`src/hw/lsab_pkg.sv`:
```
`default_nettype none

package lsab_pkg;

  // word addressing, split into page and in-page offset
  localparam int ADDR_W    = 32;
  localparam int PAGE_BITS = 12;
  localparam int PAGE_W    = ADDR_W - PAGE_BITS; // 20 bit page address

  // block and transfer sizing
  localparam int BLOCK_LEN = 24;
  localparam int CNT_W     = 5;
  localparam int LEN_W     = 16;
  localparam int SECT_W    = 2;

  // output stream credits
  localparam int OUT_CREDITS = 4;
  localparam int CRED_W      = $clog2(OUT_CREDITS + 1);

  typedef enum logic [2:0] {
    IDLE,  // waiting for a request
    SIZE,  // counter works out the block
    ALIGN, // page open request to the MCU
    ISSUE, // block handed to the mover
    WAIT,  // mover busy
    NEXT   // advance address, decide on next block
  } xfer_state_e;

  typedef struct packed {
    logic [ADDR_W-1:0] addr;
    logic [SECT_W-1:0] section;
    logic [LEN_W-1:0]  length;
  } xfer_req_t;

  typedef struct packed {
    logic [ADDR_W-1:0] start;
    logic [CNT_W-1:0]  count;
    logic [SECT_W-1:0] section;
  } blk_cmd_t;

  // one word descriptor on the output stream
  typedef struct packed {
    logic [ADDR_W-1:0] addr;
    logic [SECT_W-1:0] section;
    logic              last_of_block;
    logic              last_of_xfer;
  } dram_word_t;

endpackage

`default_nettype wire

```
`src/hw/xfer_sequencer.sv`:
```
`timescale 1ns/1ps
`default_nettype none

module xfer_sequencer
  import lsab_pkg::*;
(
  input  wire logic CLK,
  input  wire logic RST,
  // transfer request handshake
  input  wire logic req_valid,
  output logic      req_ready,
  // memory control unit
  output logic      mcu_req,
  input  wire logic mcu_grant,
  // counter
  input  wire logic last_blk,
  output logic      load,
  output logic      advance,
  // block mover
  output logic      issue,
  input  wire logic mover_done,
  output logic      xfer_done
);

  xfer_state_e state;
  xfer_state_e state_nxt;
  logic        grant_seen;

  // grant only counts once our request is actually up
  assign grant_seen = (state == ALIGN) && mcu_req && mcu_grant;

  assign req_ready = (state == IDLE);
  assign load      = req_valid && req_ready; // counter captures req on this edge
  assign advance   = (state == NEXT);
  assign xfer_done = (state == NEXT) && last_blk;

  always_comb
  begin
    state_nxt = state;
    case (state)
      IDLE:
      begin
        if (req_valid)
          state_nxt = SIZE;
      end
      SIZE:
      begin
        state_nxt = ALIGN; // blk_cmd registered on this edge
      end
      ALIGN:
      begin
        if (grant_seen)
          state_nxt = ISSUE;
      end
      ISSUE:
      begin
        state_nxt = WAIT;
      end
      WAIT:
      begin
        if (mover_done)
          state_nxt = NEXT;
      end
      NEXT:
      begin
        if (last_blk)
          state_nxt = IDLE;
        else
          state_nxt = SIZE;
      end
      default:
      begin
        state_nxt = IDLE;
      end
    endcase
  end

  always_ff @(posedge CLK)
  begin
    if (!RST)
    begin
      state <= IDLE;
    end
    else
    begin
      state <= state_nxt;
    end
  end

  // page request held from ALIGN until the mover reports the block done
  always_ff @(posedge CLK)
  begin
    if (!RST)
    begin
      mcu_req <= 1'b0;
    end
    else if (state == ALIGN)
    begin
      mcu_req <= 1'b1;
    end
    else if ((state == WAIT) && mover_done)
    begin
      mcu_req <= 1'b0;
    end
  end

  // one cycle issue pulse, mover latches the block on the following edge
  always_ff @(posedge CLK)
  begin
    if (!RST)
    begin
      issue <= 1'b0;
    end
    else
    begin
      issue <= grant_seen;
    end
  end

endmodule

`default_nettype wire

```
`src/hw/xfer_counter.sv`:
```
`timescale 1ns/1ps
`default_nettype none

module xfer_counter
  import lsab_pkg::*;
(
  input  wire logic             CLK,
  input  wire logic             RST,
  input  wire xfer_req_t        req,
  input  wire logic             load,
  input  wire logic             advance,
  input  wire logic [CNT_W-1:0] sent_count,
  output blk_cmd_t              blk_cmd,
  output logic [PAGE_W-1:0]     mcu_page_addr,
  output logic                  last_blk
);

  logic [ADDR_W-1:0]    cur_addr;
  logic [LEN_W-1:0]     remain;
  logic [SECT_W-1:0]    section;
  logic                 pending;   // size the block on the next edge
  logic [PAGE_BITS-1:0] offset;
  logic [PAGE_BITS:0]   end_addr;  // top bit is the page carry
  logic [CNT_W-1:0]     page_left;
  logic [CNT_W-1:0]     page_cnt;
  logic [CNT_W-1:0]     blk_count;

  assign offset   = cur_addr[PAGE_BITS-1:0];
  assign end_addr = {1'b0, offset} + (PAGE_BITS + 1)'(BLOCK_LEN);

  // words up to the page end, only small enough to matter when end_addr carries
  assign page_left = ~offset[CNT_W-1:0] + 1'b1;
  assign page_cnt  = end_addr[PAGE_BITS] ? page_left : CNT_W'(BLOCK_LEN);

  // tail of the transfer may be shorter still
  assign blk_count = (remain < LEN_W'(page_cnt)) ? remain[CNT_W-1:0] : page_cnt;

  assign mcu_page_addr = blk_cmd.start[ADDR_W-1:PAGE_BITS];
  assign last_blk      = (remain == LEN_W'(blk_cmd.count));

  always_ff @(posedge CLK)
  begin
    if (!RST)
    begin
      pending <= 1'b0;
    end
    else
    begin
      pending <= load || advance;
    end
  end

  always_ff @(posedge CLK)
  begin
    if (load)
    begin
      cur_addr <= req.addr;
      remain   <= req.length;
      section  <= req.section;
    end
    else if (advance)
    begin
      cur_addr <= cur_addr + ADDR_W'(sent_count);
      remain   <= remain - LEN_W'(sent_count);
    end

    if (pending)
    begin
      blk_cmd.start   <= cur_addr;
      blk_cmd.count   <= blk_count;
      blk_cmd.section <= section;
    end
  end

endmodule

`default_nettype wire

```
`src/hw/block_mover.sv`:
```
`timescale 1ns/1ps
`default_nettype none

module block_mover
  import lsab_pkg::*;
(
  input  wire logic             CLK,
  input  wire logic             RST,
  input  wire blk_cmd_t         cmd,
  input  wire logic             issue,
  output logic                  busy,
  output logic                  done,
  output logic [CNT_W-1:0]      sent_count,
  input  wire logic             last_xfer,
  // output stream
  input  wire logic             credit_ret,
  output logic                  word_valid,
  output dram_word_t            word
);

  logic [ADDR_W-1:0] cur_addr;
  logic [SECT_W-1:0] section;
  logic [CNT_W-1:0]  left;      // words still to send
  logic              last_x;    // block closes the transfer
  logic [CRED_W-1:0] credits;
  logic [CRED_W:0]   credit_sum;
  logic              have_credit;
  logic              fire;

  // a credit returned this cycle can be spent straight away
  assign have_credit = (credits != '0) || credit_ret;
  assign fire        = busy && have_credit;

  assign word_valid         = fire;
  assign word.addr          = cur_addr;
  assign word.section       = section;
  assign word.last_of_block = (left == CNT_W'(1));
  assign word.last_of_xfer  = (left == CNT_W'(1)) && last_x;

  assign credit_sum = {1'b0, credits} + CRED_W'(credit_ret) - CRED_W'(fire);

  always_ff @(posedge CLK)
  begin
    if (!RST)
    begin
      credits <= CRED_W'(OUT_CREDITS);
    end
    else if (credit_sum > (CRED_W + 1)'(OUT_CREDITS))
    begin
      credits <= CRED_W'(OUT_CREDITS); // stray return, hold at the ceiling
    end
    else
    begin
      credits <= credit_sum[CRED_W-1:0];
    end
  end

  always_ff @(posedge CLK)
  begin
    if (!RST)
    begin
      busy       <= 1'b0;
      done       <= 1'b0;
      left       <= '0;
      sent_count <= '0;
    end
    else
    begin
      done <= 1'b0;
      if (issue && !busy)
      begin
        busy       <= 1'b1;
        left       <= cmd.count;
        sent_count <= '0;
      end
      else if (fire)
      begin
        left       <= left - 1'b1;
        sent_count <= sent_count + 1'b1;
        if (left == CNT_W'(1))
        begin
          busy <= 1'b0;
          done <= 1'b1; // cycle after the final word
        end
      end
    end
  end

  // address and tags of the block in flight
  always_ff @(posedge CLK)
  begin
    if (issue && !busy)
    begin
      cur_addr <= cmd.start;
      section  <= cmd.section;
      last_x   <= last_xfer;
    end
    else if (fire)
    begin
      cur_addr <= cur_addr + 1'b1;
    end
  end

endmodule

`default_nettype wire

```
`src/hw/dram_xfer_engine.sv`:
```
`timescale 1ns/1ps
`default_nettype none

module dram_xfer_engine
  import lsab_pkg::*;
(
  input  wire logic          CLK,
  input  wire logic          RST,
  // transfer request
  input  wire logic          req_valid,
  input  wire xfer_req_t     req,
  output logic               req_ready,
  // memory control unit
  output logic               mcu_req,
  output logic [PAGE_W-1:0]  mcu_page_addr,
  input  wire logic          mcu_grant,
  // word stream, credit based
  output logic               word_valid,
  output dram_word_t         word,
  input  wire logic          credit_ret,
  output logic               xfer_done
);

  logic             load;
  logic             advance;
  logic             issue;
  logic             last_blk;
  logic             mover_done;
  logic [CNT_W-1:0] sent_count;
  blk_cmd_t         blk_cmd;

  xfer_sequencer i_sequencer (
    .CLK        (CLK),
    .RST        (RST),
    .req_valid  (req_valid),
    .req_ready  (req_ready),
    .mcu_req    (mcu_req),
    .mcu_grant  (mcu_grant),
    .last_blk   (last_blk),
    .load       (load),
    .advance    (advance),
    .issue      (issue),
    .mover_done (mover_done),
    .xfer_done  (xfer_done)
  );

  xfer_counter i_counter (
    .CLK           (CLK),
    .RST           (RST),
    .req           (req),
    .load          (load),
    .advance       (advance),
    .sent_count    (sent_count),
    .blk_cmd       (blk_cmd),
    .mcu_page_addr (mcu_page_addr),
    .last_blk      (last_blk)
  );

  // busy stays internal, the sequencer follows the done pulse
  block_mover i_mover (
    .CLK        (CLK),
    .RST        (RST),
    .cmd        (blk_cmd),
    .issue      (issue),
    .busy       (),
    .done       (mover_done),
    .sent_count (sent_count),
    .last_xfer  (last_blk),
    .credit_ret (credit_ret),
    .word_valid (word_valid),
    .word       (word)
  );

endmodule

`default_nettype wire

```
`config.mk`:
```
export PLATFORM = sky130hd
export DESIGN_NAME = dram_xfer_engine
export DESIGN_NICKNAME = d
export VERILOG_FILES = /design/src/hw/lsab_pkg.sv /design/src/hw/xfer_sequencer.sv /design/src/hw/xfer_counter.sv /design/src/hw/block_mover.sv /design/src/hw/dram_xfer_engine.sv
export SDC_FILE = /design/constraint.sdc
export NUM_CORES = 1
export LEC_CHECK = 0
export ABC_AREA = 1
export BUFFER_PORTS_ARGS = -buffer_cell sky130_fd_sc_hd__buf_2
export CAP_MARGIN = 5
export CORE_MARGIN = 10
export CORE_UTILIZATION = 60
export DETAILED_ROUTE_END_ITERATION = 12
export PLACE_DENSITY_LB_ADDON = 0.08
export SLEW_MARGIN = 20
export SYNTH_ARGS = -nofsm -noshare
export SYNTH_HDL_FRONTEND = slang
export SYNTH_SLANG_ARGS = --single-unit
```
`constraint.sdc`:
```
create_clock -name CLK -period 4.88 [get_ports CLK]
set_input_delay 0.732 -clock CLK [delete_from_list [all_inputs] [get_ports CLK]]
set_output_delay 0.732 -clock CLK [all_outputs]
set_load 0.005 [all_outputs]
```
Word-level counts from Yosys, hierarchy flattened. Index checks and enable logic that the tools add are counted.

Register bits: 145. Output and inout port bits: 60. Input bits: 55. Logic and storage cells: 85.

Equal/unequal tests: 10. Reductions and logical operators: 22. Multiplexer cells: 21. Add/sub/neg operators: 9. Magnitude comparators: 2. Bitwise gates (word level): 3.

Operators by type and width (count): 32-bit two-way mux (4); 32-bit by 1-bit adder with 32-bit output (second input constant) (1); 32-bit by 5-bit adder with 32-bit output (1); 16-bit two-way mux (2); 5-bit two-way mux (4); 3-bit one-hot mux with 6 select lines (1); 16-bit by 5-bit equality test with 1-bit output (1); 16-bit by 5-bit less-than comparator with 1-bit output (1); 16-bit by 5-bit subtractor with 16-bit output (1); 12-bit by 5-bit adder with 13-bit output (second input constant) (1); 5-bit by 1-bit adder with 5-bit output (second input constant) (2); 3-bit two-way mux (3); 1-bit logical AND (8); 2-bit nonzero test (4); 1-bit two-way mux (7); 3-bit by 2-bit equality test with 1-bit output (second input constant) (2); 3-bit equality test (second input constant) (2); 5-bit by 1-bit equality test with 1-bit output (second input constant) (1); 5-bit inverter (1); 5-bit by 1-bit subtractor with 5-bit output (second input constant) (1); 3-bit by 1-bit adder with 4-bit output (1); 4-bit by 3-bit greater-than comparator with 1-bit output (second input constant) (1); 2-bit by 1-bit != test with 1-bit output (second input constant) (2); 2-bit OR reduction (2); other kinds (11) (13).

Depth between registers and ports, before layout.
Word-level depth: 6. Gate-level depth with buffers: 15.

Hierarchy. A second synthesis with hierarchy kept.

Cell total of the unflattened synthesis: 1093. Area total of the unflattened synthesis: 8692.1 sq um.

By module, submodules not included: xfer_counter (area an instance 5231.3 sq um, instances 1, cells each 592, sequential area each 2692.6 sq um); block_mover (area an instance 3216.8 sq um, instances 1, cells each 465, sequential area each 1351.3 sq um); xfer_sequencer (area an instance 244.0 sq um, instances 1, cells each 36, sequential area each 100.1 sq um).

Worst setup path after synthesis. No wires, ideal clock.

Path kind: input to register. Start: input credit_ret. End: register i_mover.credits[1]. Arrival: 2.588 ns. Setup slack: 2.228 ns. Setup time: 0.064 ns. Cell stages on the path: 14. Cells stage by stage: nor2_1 -> nand3_1 -> nand2_2 -> inv_1 -> ha_1 -> inv_1 -> ha_1 -> inv_1 -> fa_1 -> xor2_1 -> inv_1 -> a21oi_1 -> nand2_1 -> nor2_1.

Longest elaborated chain between the ends: 5. Elaborated cells between the ends (all ways): 6. Those cells by class: add/sub: 2; order compare: 1; reduce/logical: 3.

Ends and longest elaborated chain: from (decl) (RTL line dram_xfer_engine.sv:20) `input wire logic credit_ret,`; 1-bit logical OR * (RTL line block_mover.sv:31) `assign have_credit = (credits != '0) || credit_ret;`; 1-bit logical AND * (RTL line block_mover.sv:32) `assign fire = busy && have_credit;`; net word_valid (RTL line dram_xfer_engine.sv:18) `output logic word_valid,`; 4-bit by 1-bit subtractor with 4-bit output * (RTL line block_mover.sv:40) `assign credit_sum = {1'b0, credits} + CRED_W'(credit_ret) - CRED_W'(fire);`; 4-bit by 3-bit greater-than comparator with 1-bit output (RTL line block_mover.sv:48) `else if (credit_sum > (CRED_W + 1)'(OUT_CREDITS))`; 2-bit OR reduction (no line); to (signal assigned) (RTL line block_mover.sv:46) `credits <= CRED_W'(OUT_CREDITS);`; to (signal assigned) (RTL line block_mover.sv:50) `credits <= CRED_W'(OUT_CREDITS);`; to (signal assigned) (RTL line block_mover.sv:54) `credits <= credit_sum[CRED_W-1:0];`; to (decl) (RTL line block_mover.sv:25) `logic [CRED_W-1:0] credits;`.

Mark *: on every way through the listed nets, which the timed path passes. The rest lies on a longest branch. A chain may end at the register's enable or synchronous reset.

Worst setup path in the final report.
Start: register i_counter.remain[7]. End: output xfer_done.

Longest elaborated chain between the ends: 2.

Ends and longest elaborated chain: from (decl) (RTL line xfer_counter.sv:19) `logic [LEN_W-1:0] remain;`; from (signal assigned) (RTL line xfer_counter.sv:58) `remain <= req.length;`; from (signal assigned) (RTL line xfer_counter.sv:64) `remain <= remain - LEN_W'(sent_count);`; 16-bit by 5-bit equality test with 1-bit output (RTL line xfer_counter.sv:39) `assign last_blk = (remain == LEN_W'(blk_cmd.count));`; 1-bit logical AND (RTL line xfer_sequencer.sv:35) `assign xfer_done = (state == NEXT) && last_blk;`; to (decl) (RTL line dram_xfer_engine.sv:21) `output logic xfer_done`.

Every way passes these cells.

==> impl_metrics.py <==
metrics = {
    "run_status": {
        "status": "complete, no violations",
    },
    "critical_path": {
        "cp-start-kind": "flop",
        "required_ps": 4150,
        "worstSetupEndpointType": "output port",
        "cp_cell_sequence": "inv_1, nand2_1, nor2_1, nand2_1, nor3_1, nand3_1, nor2_1, buf_2",
        "critPathKind": "reg2out",
        "critPathMaxStageDelay_ps": 430,
        "r2r_slack_ps": 2310,
        "worst_path_max_delay_cell": "edfxtp_1",
        "crit_fanout": 5,
        "path_buf_inv": 2,
        "path_delay_family": "simple AND/OR/NAND/NOR gates",
        "arrival_ps": 1960,
    },
    "clock_network": {
        "cts_hold_buf": 0,
        "cts_tree": "yes",
        "cts_htree_levels": 4,
        "postCtsSetupBuffers": 0,
        "cts.sinks": 145,
        "path_clk_slew_ps": 60,
        "clock_latency_ps": 430,
        "cts.path.max_buffers": 2,
        "cts_buffers": 17,
        "root_buffer": "clkbuf_16",
        "cts_resized": 0,
    },
    "yosys": {
        "yosys.area_share.simple_pct": 28.4,
        "synth_cells": 1005,
        "yosys.area.top_type_share_pct": 43.7,
        "synth_compound_gate_area_share_pct": 6.79,
        "async_reset_ff_share_pct": 0,
        "synth_commonest_cells": "299 x nand2_1, 124 x edfxtp_1, 97 x inv_1, 97 x nor2_1, 52 x nand3_1",
        "synth_nets": 1086,
        "synth_most_common_cell": "nand2_1",
        "synthAdderAreaFrac_pct": 4.09,
        "synthTopCellsByArea": "edfxtp_1 44%, nand2_1 13%, dfxtp_1 4.9%",
        "synthDistinctLibCells": 47,
        "ys_warn_count": 0,
        "synthMuxAreaShare_pct": 0,
        "synthXorXnorAreaFrac_pct": 4.73,
        "synth.ff_latch_count": 145,
        "synth_top_family_by_area": "simple AND/OR/NAND/NOR gates",
        "avgSynthCellArea_um2": 8.47,
        "synth_enable_flop_cells": 124,
        "synth.yosys.seq_area_share_pct": 48.7,
        "yosysTopAreaCell": "edfxtp_1",
        "synthesis.area_mm2": 0.00851,
        "synth_flop_cell": "edfxtp_1",
    },
    "timing": {
        "rsz0062_at_grt": "no",
        "finalCritPeriodShare_pct": 55.2,
        "fin_crit_ps": 2690,
        "finalHoldViolCount": 0,
        "fmax_mhz": 371,
        "worst_pin_slew_ps": 859,
        "finalClockSkew_ps": 8.97,
        "setup_viol": 0,
        "maxSlewHeadroom_pct": 42.8,
        "finalWorstSetupSlack_ps": 2190,
        "timing.hold.ws_ps": 418,
        "maxSlewViolCount": 0,
        "tns_ps": 0,
    },
    "die": {
        "io_pins": 115,
        "start_util_pct": 61.3,
        "dieArea_mm2": 0.0194,
        "core_mm2": 0.0139,
        "die_w_um": 139,
        "die_h_um": 139,
        "rows": 43,
    },
    "drt": {
        "avgViaCountPerCell": 5.35,
        "vias": 6945,
        "drc": 0,
        "routedWlPerCell_um": 15.5,
        "wl_um": 20100,
        "antenna_left": 0,
        "firstDrtPassIters": 5,
        "drt_iter0_drc": 633,
    },
    "global_routing": {
        "overflow": 0,
        "grt_start_max_net_pins": 52,
        "grt_pass1_wl_um": 32900,
        "grt_usage_pct": 20.6,
        "grt_pass1_vias": 6674,
        "grt_antenna_before_repair": 0,
    },
    "cells_and_area": {
        "syn_to_final_growth_pct": 13.6,
        "antenna_cells": 0,
        "stdcell_area_mm2": 0.00967,
        "layout.nets": 1186,
        "nFillCells": 1149,
        "drive_above_1_share_pct": 17.9,
        "multi_input_area_mm2": 0.00374,
        "regArea_mm2": 0.00414,
    },
    "placement": {
        "gp_congestion": 0.904,
        "hpwl_um": 15000,
        "place_area_mm2": 0.00911,
        "pre_cts_ws_ps": 1890,
        "io_buffers": 114,
    },
    "pwr": {
        "leakage_nw": 4.09,
        "finalPower_mw": 3.95,
        "p_per_area_mw_per_mm2": 408,
        "ir_drop_mv": 0.294,
    },
    "job": {
        "cap_violations": 0,
    },
    "worst_hold_path": {
        "hold_class": "reg2reg",
    },
}
==> placed cells by master (no fill, tap or decap), drive strengths merged, types with 18 or more instances in the layout <==
master / netlist / layout
a31oi: 18 / 18
edfxtp: 124 / 124
nor3: 29 / 29
nand3: 55 / 55
xor2: 30 / 30
nor2: 112 / 112
dfxtp: 21 / 21
buf: 32 / 119
inv: 102 / 103
clkbuf: 6 / 19
o21ai: 49 / 49
a21oi: 26 / 26
ha: 23 / 23
nand2: 316 / 316
==> power breakdown <==
part,switching [mW],internal [mW]
sequential,0.205,1.66
clock,0.514,0.713
combinational,0.558,0.297
==> metrics by stage <==
stage,util [%],cells
floorplan,-,1005
global placement,65.6,1266
detailed placement,65.6,1266
CTS,69.6,1298
global route,69.6,1298
finish,69.6,1298
==> worst paths after layout <==
path                   startpoint                   end  depth (start not counted)
min reg2reg  i_counter.section[0]  i_counter.blk_cmd[0]                          0
max reg2reg    i_mover.credits[1]    i_mover.credits[0]                         14
min          i_counter.section[0]  i_counter.blk_cmd[0]                          0
max           i_counter.remain[7]             xfer_done                          8
==> flip-flops by register name (all words and copies together), names as in the netlist <==
signal / flops
i_mover.cur_addr: 32
i_mover.last_x: 1
i_mover.busy: 1
i_mover.left: 5
i_counter.section: 2
i_mover.done: 1
i_sequencer.issue: 1
i_mover.section: 2
i_mover.sent_count: 5
i_counter.pending: 1
i_sequencer.mcu_req: 1
i_mover.credits: 3
i_sequencer.state: 3
i_counter.remain: 16
i_counter.blk_cmd: 39
i_counter.cur_addr: 32
==> metal layers <==
layer	up-vias	global-route usage (%)	wire [um]
li1	3527	-	-
met1	3131	27.5	9240
met2	253	31.7	9030
met4	0	7.25	398
met5	-	0	0
met3	34	5.27	1470
==> area by class of cell <==
class	instances	share of cell area [%]
Clock buffer	19	4.58
Sequential cell	145	42.9
Multi-Input combinational cell	719	38.7
Tap cell	180	2.33
Timing Repair Buffer	119	6.29
Inverter	103	4.00
Clock inverter	13	1.19
==> logic make-up after synthesis <==
group | count (synthesis)
buffers and inverters | 141
AO/OA/AOI/OAI | 102
adder cells (fa/ha/maj) | 26
AND/OR/NAND/NOR | 545
flip-flops | 145
XOR/XNOR | 46
(Power assumes the default switching activity.)
